File: src/pcs_pkg.sv
package pcs_pkg;

	// 64b/66b block geometry
	localparam int unsigned HEAD_W = 2;
	localparam int unsigned DATA_W = 64;
	localparam int unsigned BYTE_N = DATA_W / 8;
	localparam int unsigned CTRL_W = DATA_W - 8;

	// sync header codes, 00 and 11 are illegal
	localparam logic [HEAD_W-1:0] SYNC_DATA = 2'b01;
	localparam logic [HEAD_W-1:0] SYNC_CTRL = 2'b10;

	// block lock thresholds
	localparam int unsigned LOCK_CNT_N = 64;
	localparam int unsigned BAD_WIN_N = 64;
	localparam int unsigned BAD_MAX_N = 16;

	localparam int unsigned LOCK_CNT_W = $clog2(LOCK_CNT_N);
	localparam int unsigned BAD_WIN_W = $clog2(BAD_WIN_N);
	localparam int unsigned BAD_MAX_W = $clog2(BAD_MAX_N);

	// terminal counts, one below the thresholds
	localparam logic [LOCK_CNT_W-1:0] LOCK_CNT_LAST = LOCK_CNT_W'(LOCK_CNT_N - 1);
	localparam logic [BAD_WIN_W-1:0] BAD_WIN_LAST = BAD_WIN_W'(BAD_WIN_N - 1);
	localparam logic [BAD_MAX_W-1:0] BAD_MAX_LAST = BAD_MAX_W'(BAD_MAX_N - 1);

	// scrambler taps for x^58 + x^39 + 1
	localparam int unsigned SCR_TAP_A = 39;
	localparam int unsigned SCR_TAP_B = 58;

	// block type field of control blocks
	localparam logic [7:0] BT_IDLE = 8'h1e;
	localparam logic [7:0] BT_START0 = 8'h78;
	localparam logic [7:0] BT_START4 = 8'h33;
	localparam logic [7:0] BT_ORD = 8'h4b;
	localparam logic [7:0] BT_TERM0 = 8'h87;
	localparam logic [7:0] BT_TERM1 = 8'h99;
	localparam logic [7:0] BT_TERM2 = 8'haa;
	localparam logic [7:0] BT_TERM3 = 8'hb4;
	localparam logic [7:0] BT_TERM4 = 8'hcc;
	localparam logic [7:0] BT_TERM5 = 8'hd2;
	localparam logic [7:0] BT_TERM6 = 8'he1;
	localparam logic [7:0] BT_TERM7 = 8'hff;

	// type byte is sent first, so it sits in the low bits
	typedef struct packed {
		logic [CTRL_W-1:0] content;
		logic [7:0]        btype;
	} ctrl_view_s;

	// same payload seen as data bytes or as a control block
	typedef union packed {
		logic [BYTE_N-1:0][7:0] bytes;
		ctrl_view_s             ctrl;
	} block_payload_u;

	typedef struct packed {
		logic [HEAD_W-1:0] head;
		block_payload_u    payload;
	} pcs_block_s;

endpackage

File: src/mac_pkg.sv
package mac_pkg;

	// one keep bit per byte lane
	localparam int unsigned KEEP_W = 8;

	// start at lane 0 and start at lane 4
	localparam int unsigned START_N = 2;

	// data lanes carried by the two start blocks
	localparam logic [KEEP_W-1:0] KEEP_START0 = 8'h7f;
	localparam logic [KEEP_W-1:0] KEEP_START4 = 8'h70;

	// lite MAC word, data lane 0 in the low byte
	typedef struct packed {
		logic                    ctrl_v;
		logic                    idle_v;
		logic [START_N-1:0]      start_v;
		logic                    term_v;
		logic                    err_v;
		logic                    ord_v;
		logic [KEEP_W-1:0][7:0]  data;
		logic [KEEP_W-1:0]       keep;
	} mac_word_s;

endpackage

File: src/block_sync_rx.sv
`timescale 1ns/1ps

module block_sync_rx (
	input  logic                       clk,
	input  logic                       arst_n_i,
	input  logic                       valid_i,
	input  logic [pcs_pkg::HEAD_W-1:0] head_i,
	output logic                       slip_o,
	output logic                       lock_o
);

	logic head_bad;
	logic good_last;
	logic win_last;
	logic bad_last;

	// consecutive good headers while hunting
	logic [pcs_pkg::LOCK_CNT_W-1:0] good_cnt_q;

	// position in the current window and bad headers seen in it
	logic [pcs_pkg::BAD_WIN_W-1:0] win_cnt_q;
	logic [pcs_pkg::BAD_MAX_W-1:0] bad_cnt_q;

	assign head_bad = (head_i != pcs_pkg::SYNC_DATA) && (head_i != pcs_pkg::SYNC_CTRL);

	assign good_last = (good_cnt_q == pcs_pkg::LOCK_CNT_LAST);
	assign win_last = (win_cnt_q == pcs_pkg::BAD_WIN_LAST);
	assign bad_last = (bad_cnt_q == pcs_pkg::BAD_MAX_LAST);

	always_ff @(posedge clk or negedge arst_n_i) begin
		if (!arst_n_i) begin
			lock_o <= 1'b0;
			slip_o <= 1'b0;
			good_cnt_q <= '0;
			win_cnt_q <= '0;
			bad_cnt_q <= '0;
		end else begin
			// slip is a single cycle pulse
			slip_o <= 1'b0;
			if (valid_i) begin
				if (!lock_o) begin
					// hunting for 64 good headers in a row
					if (head_bad) begin
						good_cnt_q <= '0;
						slip_o <= 1'b1;
					end else if (good_last) begin
						good_cnt_q <= '0;
						lock_o <= 1'b1;
					end else begin
						good_cnt_q <= good_cnt_q + 1'b1;
					end
				end else if (head_bad && bad_last) begin
					// too many bad headers in this window
					lock_o <= 1'b0;
					slip_o <= 1'b1;
					win_cnt_q <= '0;
					bad_cnt_q <= '0;
				end else if (win_last) begin
					// window closed below the limit, start over
					win_cnt_q <= '0;
					bad_cnt_q <= '0;
				end else begin
					win_cnt_q <= win_cnt_q + 1'b1;
					if (head_bad) begin
						bad_cnt_q <= bad_cnt_q + 1'b1;
					end
				end
			end
		end
	end

endmodule

File: src/descrambler_rx.sv
`timescale 1ns/1ps

module descrambler_rx (
	input  logic                       clk,
	input  logic                       arst_n_i,
	input  logic                       valid_i,
	input  logic [pcs_pkg::HEAD_W-1:0] head_i,
	input  logic [pcs_pkg::DATA_W-1:0] data_i,
	output logic                       blk_v_o,
	output pcs_pkg::pcs_block_s        blk_o
);

	// last 58 scrambled bits, bit 0 oldest
	logic [pcs_pkg::SCR_TAP_B-1:0] hist_q;

	// history followed by the new block, in arrival order
	logic [pcs_pkg::SCR_TAP_B+pcs_pkg::DATA_W-1:0] stream;
	logic [pcs_pkg::DATA_W-1:0] plain;

	assign stream = {data_i, hist_q};

	// out[i] = in[i] ^ in[i-39] ^ in[i-58]
	assign plain = data_i
		^ stream[pcs_pkg::SCR_TAP_B-pcs_pkg::SCR_TAP_A +: pcs_pkg::DATA_W]
		^ stream[0 +: pcs_pkg::DATA_W];

	always_ff @(posedge clk or negedge arst_n_i) begin
		if (!arst_n_i) begin
			blk_v_o <= 1'b0;
		end else begin
			blk_v_o <= valid_i;
		end
	end

	always_ff @(posedge clk) begin
		if (valid_i) begin
			hist_q <= stream[pcs_pkg::DATA_W +: pcs_pkg::SCR_TAP_B];
			blk_o.head <= head_i;
			blk_o.payload.bytes <= plain;
		end
	end

endmodule

File: src/dec_lite_rx.sv
`timescale 1ns/1ps

module dec_lite_rx (
	input  logic                clk,
	input  logic                arst_n_i,
	input  logic                lock_i,
	input  logic                blk_v_i,
	input  pcs_pkg::pcs_block_s blk_i,
	output logic                valid_o,
	output mac_pkg::mac_word_s  mac_o
);

	logic [7:0] btype;
	logic       term_hit;

	// number of data bytes ahead of the terminate
	logic [$clog2(mac_pkg::KEEP_W)-1:0] term_n;
	logic [mac_pkg::KEEP_W-1:0]         term_keep;

	mac_pkg::mac_word_s dec;

	assign btype = blk_i.payload.ctrl.btype;

	always_comb begin
		term_hit = 1'b1;
		term_n = '0;
		case (btype)
			pcs_pkg::BT_TERM0: term_n = 3'd0;
			pcs_pkg::BT_TERM1: term_n = 3'd1;
			pcs_pkg::BT_TERM2: term_n = 3'd2;
			pcs_pkg::BT_TERM3: term_n = 3'd3;
			pcs_pkg::BT_TERM4: term_n = 3'd4;
			pcs_pkg::BT_TERM5: term_n = 3'd5;
			pcs_pkg::BT_TERM6: term_n = 3'd6;
			pcs_pkg::BT_TERM7: term_n = 3'd7;
			default: term_hit = 1'b0;
		endcase
	end

	// low term_n lanes hold data
	always_comb begin
		for (int k = 0; k < mac_pkg::KEEP_W; k++) begin
			term_keep[k] = (k < int'(term_n));
		end
	end

	always_comb begin
		dec = '0;
		case (blk_i.head)
			pcs_pkg::SYNC_DATA: begin
				dec.data = blk_i.payload.bytes;
				dec.keep = '1;
			end
			pcs_pkg::SYNC_CTRL: begin
				dec.ctrl_v = 1'b1;
				// drop the type byte so lane 1 lands in data byte 0
				dec.data = {8'h00, blk_i.payload.ctrl.content};
				if (term_hit) begin
					dec.term_v = 1'b1;
					dec.keep = term_keep;
				end else begin
					case (btype)
						pcs_pkg::BT_IDLE: dec.idle_v = 1'b1;
						pcs_pkg::BT_ORD: dec.ord_v = 1'b1;
						pcs_pkg::BT_START0: begin
							dec.start_v[0] = 1'b1;
							dec.keep = mac_pkg::KEEP_START0;
						end
						pcs_pkg::BT_START4: begin
							dec.start_v[1] = 1'b1;
							dec.keep = mac_pkg::KEEP_START4;
						end
						default: dec.err_v = 1'b1;
					endcase
				end
			end
			// 00 or 11 header
			default: dec.err_v = 1'b1;
		endcase
	end

	// result stage
	always_ff @(posedge clk or negedge arst_n_i) begin
		if (!arst_n_i) begin
			valid_o <= 1'b0;
			mac_o <= '0;
		end else begin
			// blocks seen while unlocked are discarded
			valid_o <= blk_v_i & lock_i;
			if (blk_v_i) begin
				mac_o <= dec;
			end
		end
	end

endmodule

File: src/pcs_rx.sv
`timescale 1ns/1ps

module pcs_rx (
	input  logic                       clk,
	input  logic                       arst_n_i,

	// SerDes gearbox, data still scrambled
	input  logic                       serdes_v_i,
	input  logic [pcs_pkg::HEAD_W-1:0] serdes_head_i,
	input  logic [pcs_pkg::DATA_W-1:0] serdes_data_i,
	output logic                       gearbox_slip_o,

	// lite MAC
	output logic                       valid_o,
	output mac_pkg::mac_word_s         mac_o
);

	logic                lock;
	logic                blk_v;
	pcs_pkg::pcs_block_s blk;

	// block lock from sync headers
	block_sync_rx m_block_sync_rx (
		.clk      (clk),
		.arst_n_i (arst_n_i),
		.valid_i  (serdes_v_i),
		.head_i   (serdes_head_i),
		.slip_o   (gearbox_slip_o),
		.lock_o   (lock)
	);

	// runs on every block, locked or not, to stay in step
	descrambler_rx m_descrambler_rx (
		.clk      (clk),
		.arst_n_i (arst_n_i),
		.valid_i  (serdes_v_i),
		.head_i   (serdes_head_i),
		.data_i   (serdes_data_i),
		.blk_v_o  (blk_v),
		.blk_o    (blk)
	);

	dec_lite_rx m_dec_lite_rx (
		.clk      (clk),
		.arst_n_i (arst_n_i),
		.lock_i   (lock),
		.blk_v_i  (blk_v),
		.blk_i    (blk),
		.valid_o  (valid_o),
		.mac_o    (mac_o)
	);

endmodule

File: config.mk
export PLATFORM = sky130hd
export DESIGN_NAME = pcs_rx
export DESIGN_NICKNAME = d
export VERILOG_FILES = /design/src/pcs_pkg.sv /design/src/mac_pkg.sv /design/src/block_sync_rx.sv /design/src/descrambler_rx.sv /design/src/dec_lite_rx.sv /design/src/pcs_rx.sv
export SDC_FILE = /design/constraint.sdc
export NUM_CORES = 1
export LEC_CHECK = 0
export ABC_AREA = 1
export BUFFER_PORTS_ARGS = -buffer_cell sky130_fd_sc_hd__buf_2
export CAP_MARGIN = 10
export CORE_MARGIN = 2
export CORE_UTILIZATION = 30
export CTS_CLUSTER_DIAMETER = 60
export DETAILED_ROUTE_END_ITERATION = 6
export PLACE_DENSITY = 0.51
export SLEW_MARGIN = 20
export SYNTH_ARGS = -nofsm -noshare
export SYNTH_HDL_FRONTEND = slang
export SYNTH_SLANG_ARGS = --single-unit
File: constraint.sdc
create_clock -name clk -period 1.35 [get_ports clk]
set_input_delay 0.2025 -clock clk [delete_from_list [all_inputs] [get_ports clk]]
set_output_delay 0.2025 -clock clk [all_outputs]
set_load 0.01 [all_outputs]
# Word-level counts from Yosys, hierarchy flattened
# Index checks and enable logic that the tools add are counted.
# W data, S select, Z words.
# word_totals
ramBits,0
n_memories,0
word_cells,97
output_inout_bits,81
latchBits,0
ff_bits,223
rom_bits,0
# classes
div,0
n_shift,0
mux,31
n_lt_le_gt_ge,7
n_eq_ne,19
bitwise_logic,4
n_mul,0
reduce_logical,8
n_addsub,3
# ops
operator,count
$pmux W72 S2,1
$xor A64 B64 Y64,2
$eq A8 B8 Y1 const B,8
$mux W6,4
$pmux W3 S7,1
$eq A8 B7 Y1 const B,2
$mux W1,16
$pmux W7 S2,1
$add A6 B1 Y6 const B,2
$eq A6 B6 Y1 const B,2
$mux W4,3
$lt A3 B3 Y1 const A,3
$eq A8 B5 Y1 const B,1
$eq A8 B6 Y1 const B,1
$mux W8,1
$reduce_or A8 Y1,1
$lt A1 B3 Y1 const A,2
$lt A2 B3 Y1 const A,2
$mux W5,1
$add A4 B1 Y4 const B,1
$eq A4 B4 Y1 const B,1
$reduce_and A2 Y1,2
$reduce_or A4 Y1,1
$mux W3,1
other kinds (11),12

# Depth between registers and ports, before layout
# Gate-level depths: netlist of run 1.
# depth
word_depth,6
ltp_mapped,13

# Hierarchy
# Synthesis of run 1 repeated with hierarchy kept, for this count alone.
# unflattened
cells_unflattened,1190
hier_area_um2,10706.5
# modules_own_cells
module,seq_area_each_um2,cells_each,area_per_inst_um2,instances
descrambler_rx,3748.6,631,5738.0,1
dec_lite_rx,2001.9,442,3993.8,1
block_sync_rx,450.4,117,974.7,1

# Worst setup path before layout of run 1
# Ideal clock, no wire load.
# synth_path
path_kind,register -> register
start,register m_descrambler_rx.blk_o[64] (netlist name)
end,register m_dec_lite_rx.mac_o[22] (netlist name)
setup_slack_ns,-0.099
period_less_slack_ns,1.449
n_path_buf,2
setup_ns,0.066
arrival_ns,1.383
stages_incl_launch_ff,8
cell_sequence,edfxtp_1 > inv_1 > ha_1 > nor2_4 > buf_2 > buf_4 > nand3_1 > nand2_1
# synth_between
elab_chain_len,2
word_cells_on_any_way,3
cone_classes,2 x eq/ne; 1 x mux
# synth_lines
element,line_no,text
"start, declared",descrambler_rx.sv:10,output pcs_pkg::pcs_block_s blk_o
$eq A2 B2 Y1 / $eq A2 B1 Y1 (equally long branches),dec_lite_rx.sv:49,case (blk_i.head)
$pmux W72 S2 *,dec_lite_rx.sv:49,
# Every way passes the cells marked *; elsewhere a longest branch is shown, timed or not.
# A chain may end at the register's enable or synchronous reset.

# Worst setup path after layout of run 1
# layout_path
start,register m_descrambler_rx.blk_o[0] (netlist name)
end,register m_dec_lite_rx.mac_o[2] (netlist name)
# layout_between
elab_chain_len,5
word_cells_on_any_way,17
cone_classes,1 x order compare; 10 x eq/ne; 5 x mux; 1 x reduce/logical
# layout_lines
element,line_no,text
$eq A8 B8 Y1,dec_lite_rx.sv:27,case (btype)
$pmux W3 S7 / $reduce_or A8 Y1 (equally long branches),n/a,
$lt A2 B3 Y1 / $mux W1 (equally long branches),"dec_lite_rx.sv:43, dec_lite_rx.sv:27",
$mux W8 *,dec_lite_rx.sv:58,if (term_hit) begin
$pmux W72 S2 *,dec_lite_rx.sv:49,
# Marks and branches as above.

==> results.md, run 1 <==
* Htree depth at 1
* Share of the synthesized area in the top cell type at 38.34%
* Failing checks: negative setup slack
* Clk buf depth at 3
* Achievable Freq at 636.9 MHz
* Critical path arrival at 1.99 ns
* Number of vias per cell at 4.807
* RR Endpoint: m_dec_lite_rx.mac_o[2]
* Least-Margin Pin Slew at 0.4845 ns
* Synth Register Bits at 223
* Fin Hold WS at 0.09490 ns
* Final WL at 30.28 mm
* Final setup viols at 79
* Post-Syn Nets at 875
* Avg Cell Area, Syn at 12.14 um^2
* P&R area growth vs syn at 43.18%
* Seq/Total Area, Yosys at 63.84%
* PwrDens at 1449 mW/mm^2
* All-Layer GR Usage at 17.12%
* RSZ-0062 raised after global routing: true
* WP data required at 1.77 ns
* Post-route insts no fill at 1521
* Final Cycle Share at 116.3%
* Overall die height at 183.9 um
* Total grt overflow at 0
* First-pass GRT wire length at 43.33 mm
* Most frequent cells in the layout: 145 x buf_2, 128 x xnor2_1, 124 x edfxtp_1
* RR Startpoint: m_descrambler_rx.blk_o[0]
* Via count at 7312
* Largest net degree at the start of global routing at 71
* Per-cell routed wire length at 19.91 um
* Commonest non-fill, non-tap cell in the layout: buf_2
* Antenna fix cells at 0
* HP Class: input pin to asynchronous set/reset pin
* Setup CP Type: flop to flop
* Number of I/O pins at 150
* Gpl congestion at 0.8235
* Netlist cell types at 38
* Placed cells at 1379
* Leakage power at 6.001 nW
* GR peak layer: met2
* Max VDD drop at 0.9863 mV
* Met2 Usage GRT at 27.59%
* Root buffer cell: clkbuf_16
* TritonCTS clock tree: yes
* IO buf count at 149
* Skew final at 0.02160 ns
* Share of layout cells above drive strength 1 at 36.28%
* Initial antenna violation count at 0
* Count of final hold-check violations at 0
* Die footprint at 0.03383 mm^2
* Post-Syn Instances at 800
* Chip width at 183.9 um
* CTS Sinks at 223
* Yosys warnings at 0
* Crit-path max FO at 4
* Slew margin rel. at 67.47%
* Dominant cells by area after synthesis: edfxtp_1 38%, dfrtp_1 26%, xnor2_1 12%, a32oi_1 5.0%, nand2_1 5.0%
* Met1 GRT Util at 24.41%
* CORE AREA at 0.03172 mm^2
* Worst Slack Setup Final at -0.2202 ns
* Net count, final at 1174
* Detailed Route Iter0 Violations at 519
* Remaining antenna violation count at 0
* CTS clk-pin slew, worst paths at 0.06 ns
* Synthesized area at 0.009713 mm^2
* M3 GR Usage at 2.853%
* Pins Over Slew Limit at 0
* Reg-to-reg setup timing slack at -0.22 ns
* Total CTS buffers at 26
* Pre-antenna DRT Iters at 5
* Worst-case reg-to-reg path depth at 13
* Setup_tns at -12.27 ns
* Crit. End Element: flop
* Number of remaining DRC errors at 0
* CP Launch Point: m_descrambler_rx.blk_o[0]
* Starting Density at 30.62%
* Status: complete, but fails checks
* Setup crit end: m_dec_lite_rx.mac_o[2]
* Clk_lat worst skew at 0.54 ns
* Final min period at 1.570 ns
* DP Wirelength at 20.86 mm
* Startpoint types: flop
* Floorplan row count at 65
* Vias in the first global route at 7222
* Area leader, netlist: edfxtp_1
* Max Cap Viol at 0
-- routing by layer --
layer,vias to the layer above,wire (um),part of all wire (%)
met5,-,0,0
met4,0,435,1.4
met3,30,1409,4.7
met2,199,14300,47
met1,3652,14140,47
li1,3431,-,-
-- layout make-up --
type                            instances  area (um^2)
Clock inverter                         18        195.2
Multi-Input combinational cell        501         3645
Tap cell                              402        503.0
Sequential cell                       223         6202
Inverter                               42        157.7
Timing Repair Buffer                  305         2486
Fill cell                            2999        17810
Clock buffer                           30        718.2
-- Yosys cell counts --
master    number
nand2_1      130
xnor2_1      129
edfxtp_1     124
dfrtp_1       99
nand3_1       66
a32oi_1       56
nor2_1        34
inv_1         31
o21ai_0       17
clkbuf_1      16
inv_2         11
buf_2          9
a21oi_1        8
a32o_1         8
nand2_2        8
ha_1           6
nor2_2         6
nor3_1         6
buf_1          5
buf_4          4
nand4_1        3
a22o_1         2
a22oi_1        2
nand3_2        2
nor2_4         2
o21a_1         2
o21ai_1        2
xor2_1         2
a21boi_1       1
a31oi_1        1
mux2_2         1
mux2i_1        1
nand4_2        1
nor4_1         1
o21ai_4        1
o22ai_1        1
o31ai_1        1
xor2_2         1
-- flip-flops by register name (all words and copies together) (netlist names), 4 cells and up --
name,cells
m_descrambler_rx.hist_q,58
m_block_sync_rx.bad_cnt_q,4
m_dec_lite_rx.mac_o,79
m_block_sync_rx.good_cnt_q,6
m_descrambler_rx.blk_o,66
m_block_sync_rx.win_cnt_q,6
-- worst max-delay path, stage by stage, from the launching register on --
cell and delay (ns):
edfxtp_1 0.47, inv_2 0.11, nand2_4 0.10, inv_2 0.05, nand2_2 0.05, nor2_2 0.04, nor2_2 0.15, nand2_2 0.08
nor2_4 0.11, nand2_2 0.07, nand3_2 0.06, nand2_2 0.05, inv_2 0.07, nand2_1 0.05
-- through the flow --
step / instance area (um^2) / util, % / total power, W / worst slack (ns)
after global routing: 13910 / 43.85 / 0.02103 / -0.3333
after CTS: 13230 / 41.70 / 0.01978 / -0.1757
after detailed placement: 11430 / 36.05 / 0.01205 / -0.2704
after floorplan: 9746 / - / 0.01038 / -0.02725
after global placement: 11430 / 36.05 / 0.01201 / -0.2043
final: 13910 / 43.85 / 0.02015 / -0.2202
-- worst min-delay path by stage --
stage                     cells past startpoint  slack (ns)                      endpoint      from
after floorplan                               0       -0.09  m_block_sync_rx.bad_cnt_q[0]  arst_n_i
after global placement                        1        0.11       m_dec_lite_rx.mac_o[72]  arst_n_i
after detailed placement                      1        0.10       m_dec_lite_rx.mac_o[76]  arst_n_i
after CTS                                     2        0.08       m_dec_lite_rx.mac_o[76]  arst_n_i
after global routing                          2        0.12       m_dec_lite_rx.mac_o[76]  arst_n_i
final                                         2        0.09       m_dec_lite_rx.mac_o[76]  arst_n_i
-- kinds of logic (layout without fill, tap and decap cells) --
| logic type | count (synthesis) | in the layout | share of synthesized area (%) |
|---|---|---|---|
| AOI/OAI and AO/OA | 102 | 102 | 8.206 |
| xor gates and xnor gates | 132 | 132 | 11.98 |
| adders and majority gates | 6 | 6 | 0.7729 |
| buffers and inverters | 76 | 395 | 3.208 |
| DFF | 223 | 223 | 63.84 |
| muxes | 2 | 2 | 0.2190 |
| and+or+nand+nor | 259 | 259 | 11.77 |
-- timing repair --
| item | 4_1_cts | 5_1_grt |
|---|---|---|
| endpoints found under the hold margin | 159 | 0 |
| hold buffers | 61 | 0 |
| endpoints found under the setup margin | 85 | 94 |
| gates cloned | 2 | 12 |
| pin swaps | 11 | 33 |
| gates resized for setup | 38 | 92 |
| setup buffers | 11 | 9 |
-- power breakdown --
group	total (W)	leakage [nW]	switching, W	internal (W)
combinational	0.00377	3.03	0.00194	0.00184
sequential	0.00900	2.53	0.000817	0.00819
clock	0.00738	0.444	0.00296	0.00441
total	0.0202	6.00	0.00571	0.0144
No activity file was read; power rests on OpenSTA's default activity.
==> run 2: changes to the inputs <==
--- a/config.mk
+++ b/config.mk
@@ -8,11 +8,11 @@
 export ABC_AREA = 1
 export BUFFER_PORTS_ARGS = -buffer_cell sky130_fd_sc_hd__buf_2
 export CAP_MARGIN = 10
-export CORE_MARGIN = 2
+export CORE_MARGIN = 4
 export CORE_UTILIZATION = 30
 export CTS_CLUSTER_DIAMETER = 60
 export DETAILED_ROUTE_END_ITERATION = 6
-export PLACE_DENSITY = 0.51
+export PLACE_DENSITY = 0.52
 export SLEW_MARGIN = 20
 export SYNTH_ARGS = -nofsm -noshare
 export SYNTH_HDL_FRONTEND = slang
==> run 2 against run 1 <==
Compared with the run above: the flow still finishes with violations (negative setup slack); fmax fell by 2.7%; final area up 0.75%; global-route usage down 0.86 points; routed wire length down 0.47%; die area is 4.4% higher; sequential power about the same; via count up 0.78%; flip-flop and latch count unchanged; cell count grew 0.53%; hold slack worse by 0.059 ns; utilization is 0.33 points higher; largest power group unchanged.
==> results.md, run 2 (synthesis results as in run 1) <==
* Share of layout cells above drive strength 1 at 36.20% (was 36.28%)
* Placed cells at 1386 (was 1379)
* Failing checks: negative setup slack (unchanged)
* Startpoint types: flop (unchanged)
* Pre-antenna DRT Iters at 5 (unchanged)
* First-pass GRT wire length at 44.55 mm (was 43.33 mm)
* Clk buf depth at 3 (unchanged)
* Worst path cell trace: nand2_1 -> nor2_1 -> nand2_2 -> nand4_1 -> nor2_4 -> nand2_2 -> nand3_2 -> nand2_2 -> inv_2 -> nand2_1 (was inv_2 -> nand2_4 -> inv_2 -> nand2_2 -> nor2_2 -> nor2_2 -> nand2_2 -> nor2_4 -> nand2_2 -> nand3_2 -> nand2_2 -> inv_2 -> nand2_1)
* Most used cell, CP: nand2_2 (unchanged)
* Setup_tns at -8.995 ns (was -12.27 ns)
* Clk_lat worst skew at 0.54 ns (about the same)
* Setup crit end: m_dec_lite_rx.mac_o[1] (was m_dec_lite_rx.mac_o[2])
* Final WL at 30.14 mm (was 30.28 mm)
* Post-route insts no fill at 1529 (was 1521)
* Critical-path top delay cell: edfxtp_1 (unchanged)
* Detailed Route Iter0 Violations at 645 (was 519)
* All-Layer GR Usage at 16.26% (was 17.12%)
* Commonest non-fill, non-tap cell in the layout: buf_2 (unchanged)
* Remaining antenna violation count at 0 (unchanged)
* Die footprint at 0.03532 mm^2 (was 0.03383 mm^2)
* Via count at 7369 (was 7312)
* CP Launch Point: m_descrambler_rx.blk_o[4] (was m_descrambler_rx.blk_o[0])
* Slew margin rel. at 64.61% (was 67.47%)
* Floorplan row count at 65 (unchanged)
* Setup CP Type: flop to flop (unchanged)
* Max Cap Viol at 0 (unchanged)
* Biggest regs: m_dec_lite_rx.mac_o (79), m_descrambler_rx.blk_o (66), m_descrambler_rx.hist_q (58) (unchanged)
* GR peak layer: met2 (unchanged)
* IO buf count at 149 (unchanged)
* Antenna fix cells at 0 (unchanged)
* Leakage power at 6.069 nW (was 6.001 nW)
* Total grt overflow at 0 (unchanged)
* PwrDens at 1473 mW/mm^2 (was 1449 mW/mm^2)
* Per-cell routed wire length at 19.71 um (was 19.91 um)
* CTS Sinks at 223 (unchanged)
* Root buffer cell: clkbuf_16 (unchanged)
* Final instance area at 0.01401 mm^2 (was 0.01391 mm^2)
* Final min period at 1.614 ns (was 1.570 ns)
* Worst-case reg-to-reg path depth at 10 (was 13)
* Overall die height at 187.9 um (was 183.9 um)
* Gpl congestion at 0.8261 (was 0.8235)
* DP Wirelength at 20.99 mm (was 20.86 mm)
* Max incr delay on CP at 0.51 ns (was 0.47 ns)
* Met2 Usage GRT at 25.58% (was 27.59%)
* Sequential share of power at 43.7% (was 44.7%)
* Internal Power at 0.01507 W (was 0.01444 W)
* Max reg flops at 79 (unchanged)
* Met1 GRT Util at 23.61% (was 24.41%)
* WP data required at 1.76 ns (was 1.77 ns)
* Final setup viols at 76 (was 79)
* P_sw at 0.005566 W (was 0.005714 W)
* Chip width at 187.9 um (was 183.9 um)
* HP Class: input pin to flop (was input pin to asynchronous set/reset pin)
* CORE AREA at 0.03172 mm^2 (unchanged)
* Pins Over Slew Limit at 0 (unchanged)
* Placed cell areas at 0.01150 mm^2 (was 0.01143 mm^2)
* TritonCTS clock tree: yes (unchanged)
* Initial antenna violation count at 0 (unchanged)
* Power share of the combinational group at 18.2% (was 18.7%)
* Number of I/O pins at 150 (unchanged)
* Status: complete, but fails checks (unchanged)
* RR Endpoint: m_dec_lite_rx.mac_o[1] (was m_dec_lite_rx.mac_o[2])
* Max VDD drop at 1.081 mV (was 0.9863 mV)
* Total CTS buffers at 25 (was 26)
* Skew final at 0.01876 ns (was 0.02160 ns)
* Final Cycle Share at 119.6% (was 116.3%)
* RR Startpoint: m_descrambler_rx.blk_o[4] (was m_descrambler_rx.blk_o[0])
* Number of remaining DRC errors at 0 (unchanged)
* Largest net degree at the start of global routing at 94 (was 71)
* CTS clk-pin slew, worst paths at 0.06 ns (about the same)
* RSZ-0062 raised after global routing: true (unchanged)
* Number of vias per cell at 4.819 (was 4.807)
* Reg-to-reg setup timing slack at -0.26 ns (was -0.22 ns)
* P&R area growth vs syn at 44.25% (was 43.18%)
* Reg with most FFs: m_dec_lite_rx.mac_o (unchanged)
* Crit-path max FO at 4 (unchanged)
* Worst Slack Setup Final at -0.2644 ns (was -0.2202 ns)
* Least-Margin Pin Slew at 0.5308 ns (was 0.4845 ns)
* Starting Density at 30.62% (unchanged)
* Achievable Freq at 619.4 MHz (was 636.9 MHz)
* Most frequent cells in the layout: 146 x buf_2, 129 x xnor2_1, 124 x edfxtp_1 (was 145 x buf_2, 128 x xnor2_1, 124 x edfxtp_1)
* Vias in the first global route at 7297 (was 7222)
* M3 GR Usage at 2.718% (was 2.853%)
* Critical path arrival at 2.03 ns (was 1.99 ns)
* Count of final hold-check violations at 0 (unchanged)
* Clock Power Share at 38.1% (was 36.6%)
* Net count, final at 1183 (was 1174)
* Crit. End Element: flop (unchanged)
* Sw Share at 26.97% (was 28.36%)
* Htree depth at 1 (unchanged)
## run 2: changes by cell type in the layout (fill, tap and decap cells not counted), moves of 8 or more
cell and change:
buf_12 +11, nand3_2 +11, nand3_1 -9, nor2_1 +9, o21ai_0 +9, clkbuf_16 -8
## run 2: how the worst min path moves through the flow
stage,slack [ns],startpoint,endpoint,depth (start not counted)
after floorplan,-0.09,arst_n_i,m_block_sync_rx.bad_cnt_q[0],0
after detailed placement,0.08,arst_n_i,m_dec_lite_rx.mac_o[76],1
after global placement,0.08,arst_n_i,m_dec_lite_rx.mac_o[72],1
after CTS,0.02,serdes_data_i[5],m_descrambler_rx.blk_o[63],2
after global routing,0.03,serdes_data_i[5],m_descrambler_rx.blk_o[63],2
final,0.04,serdes_data_i[5],m_descrambler_rx.blk_o[63],2
## run 2: power groups by stage
stage	logic [W]	clock network (W)	registers, W
after floorplan	0.00150	0	0.00888
after global routing	0.00410	0.00834	0.00909
final	0.00376	0.00787	0.00901
after global placement	0.00299	0	0.00906
after CTS	0.00353	0.00804	0.00895
after detailed placement	0.00303	0	0.00906
## run 2: metal layers
metal | vias to the layer above | share of wire (%) | routed length, um
li1 | 3453 | - | -
met4 | 0 | 2.5 | 755
met5 | - | 0 | 0
met2 | 256 | 47 | 14020
met3 | 41 | 6.0 | 1796
met1 | 3619 | 45 | 13570
## run 2: through the flow
step	total power [W]	setup WS [ns]	util, %	hold WS, ns
detailed placement	0.01209	-0.3062	36.26	0.07990
CTS	0.02052	-0.2381	42.90	0.02245
finish	0.02063	-0.2644	44.17	0.03546
floorplan	0.01038	-0.02725	-	-0.09309
global route	0.02153	-0.3779	44.17	0.03227
global placement	0.01205	-0.2792	36.26	0.08161
## run 2: final cells by class
cell class,count,area (um^2)
Clock buffer,35,744.5
Clock inverter,11,225.2
Fill cell,2942,17710
Inverter,42,157.7
Multi-Input combinational cell,501,3608
Sequential cell,223,6202
Tap cell,402,503.0
Timing Repair Buffer,315,2570
## run 2: critical path: cells and delay by family (launching register included)
kind	cells	cell delay, ns
buf+inv	1	0.08
simple gates	9	0.91
flops	1	0.51
## run 2: repair_timing
item	4_1_cts	5_1_grt
resized for setup	56	69
hold endpoints to repair	159	0
hold buffers	61	0
gates cloned	7	3
buffers inserted	12	22
pin swaps	24	45
setup endpoints to repair	79	97
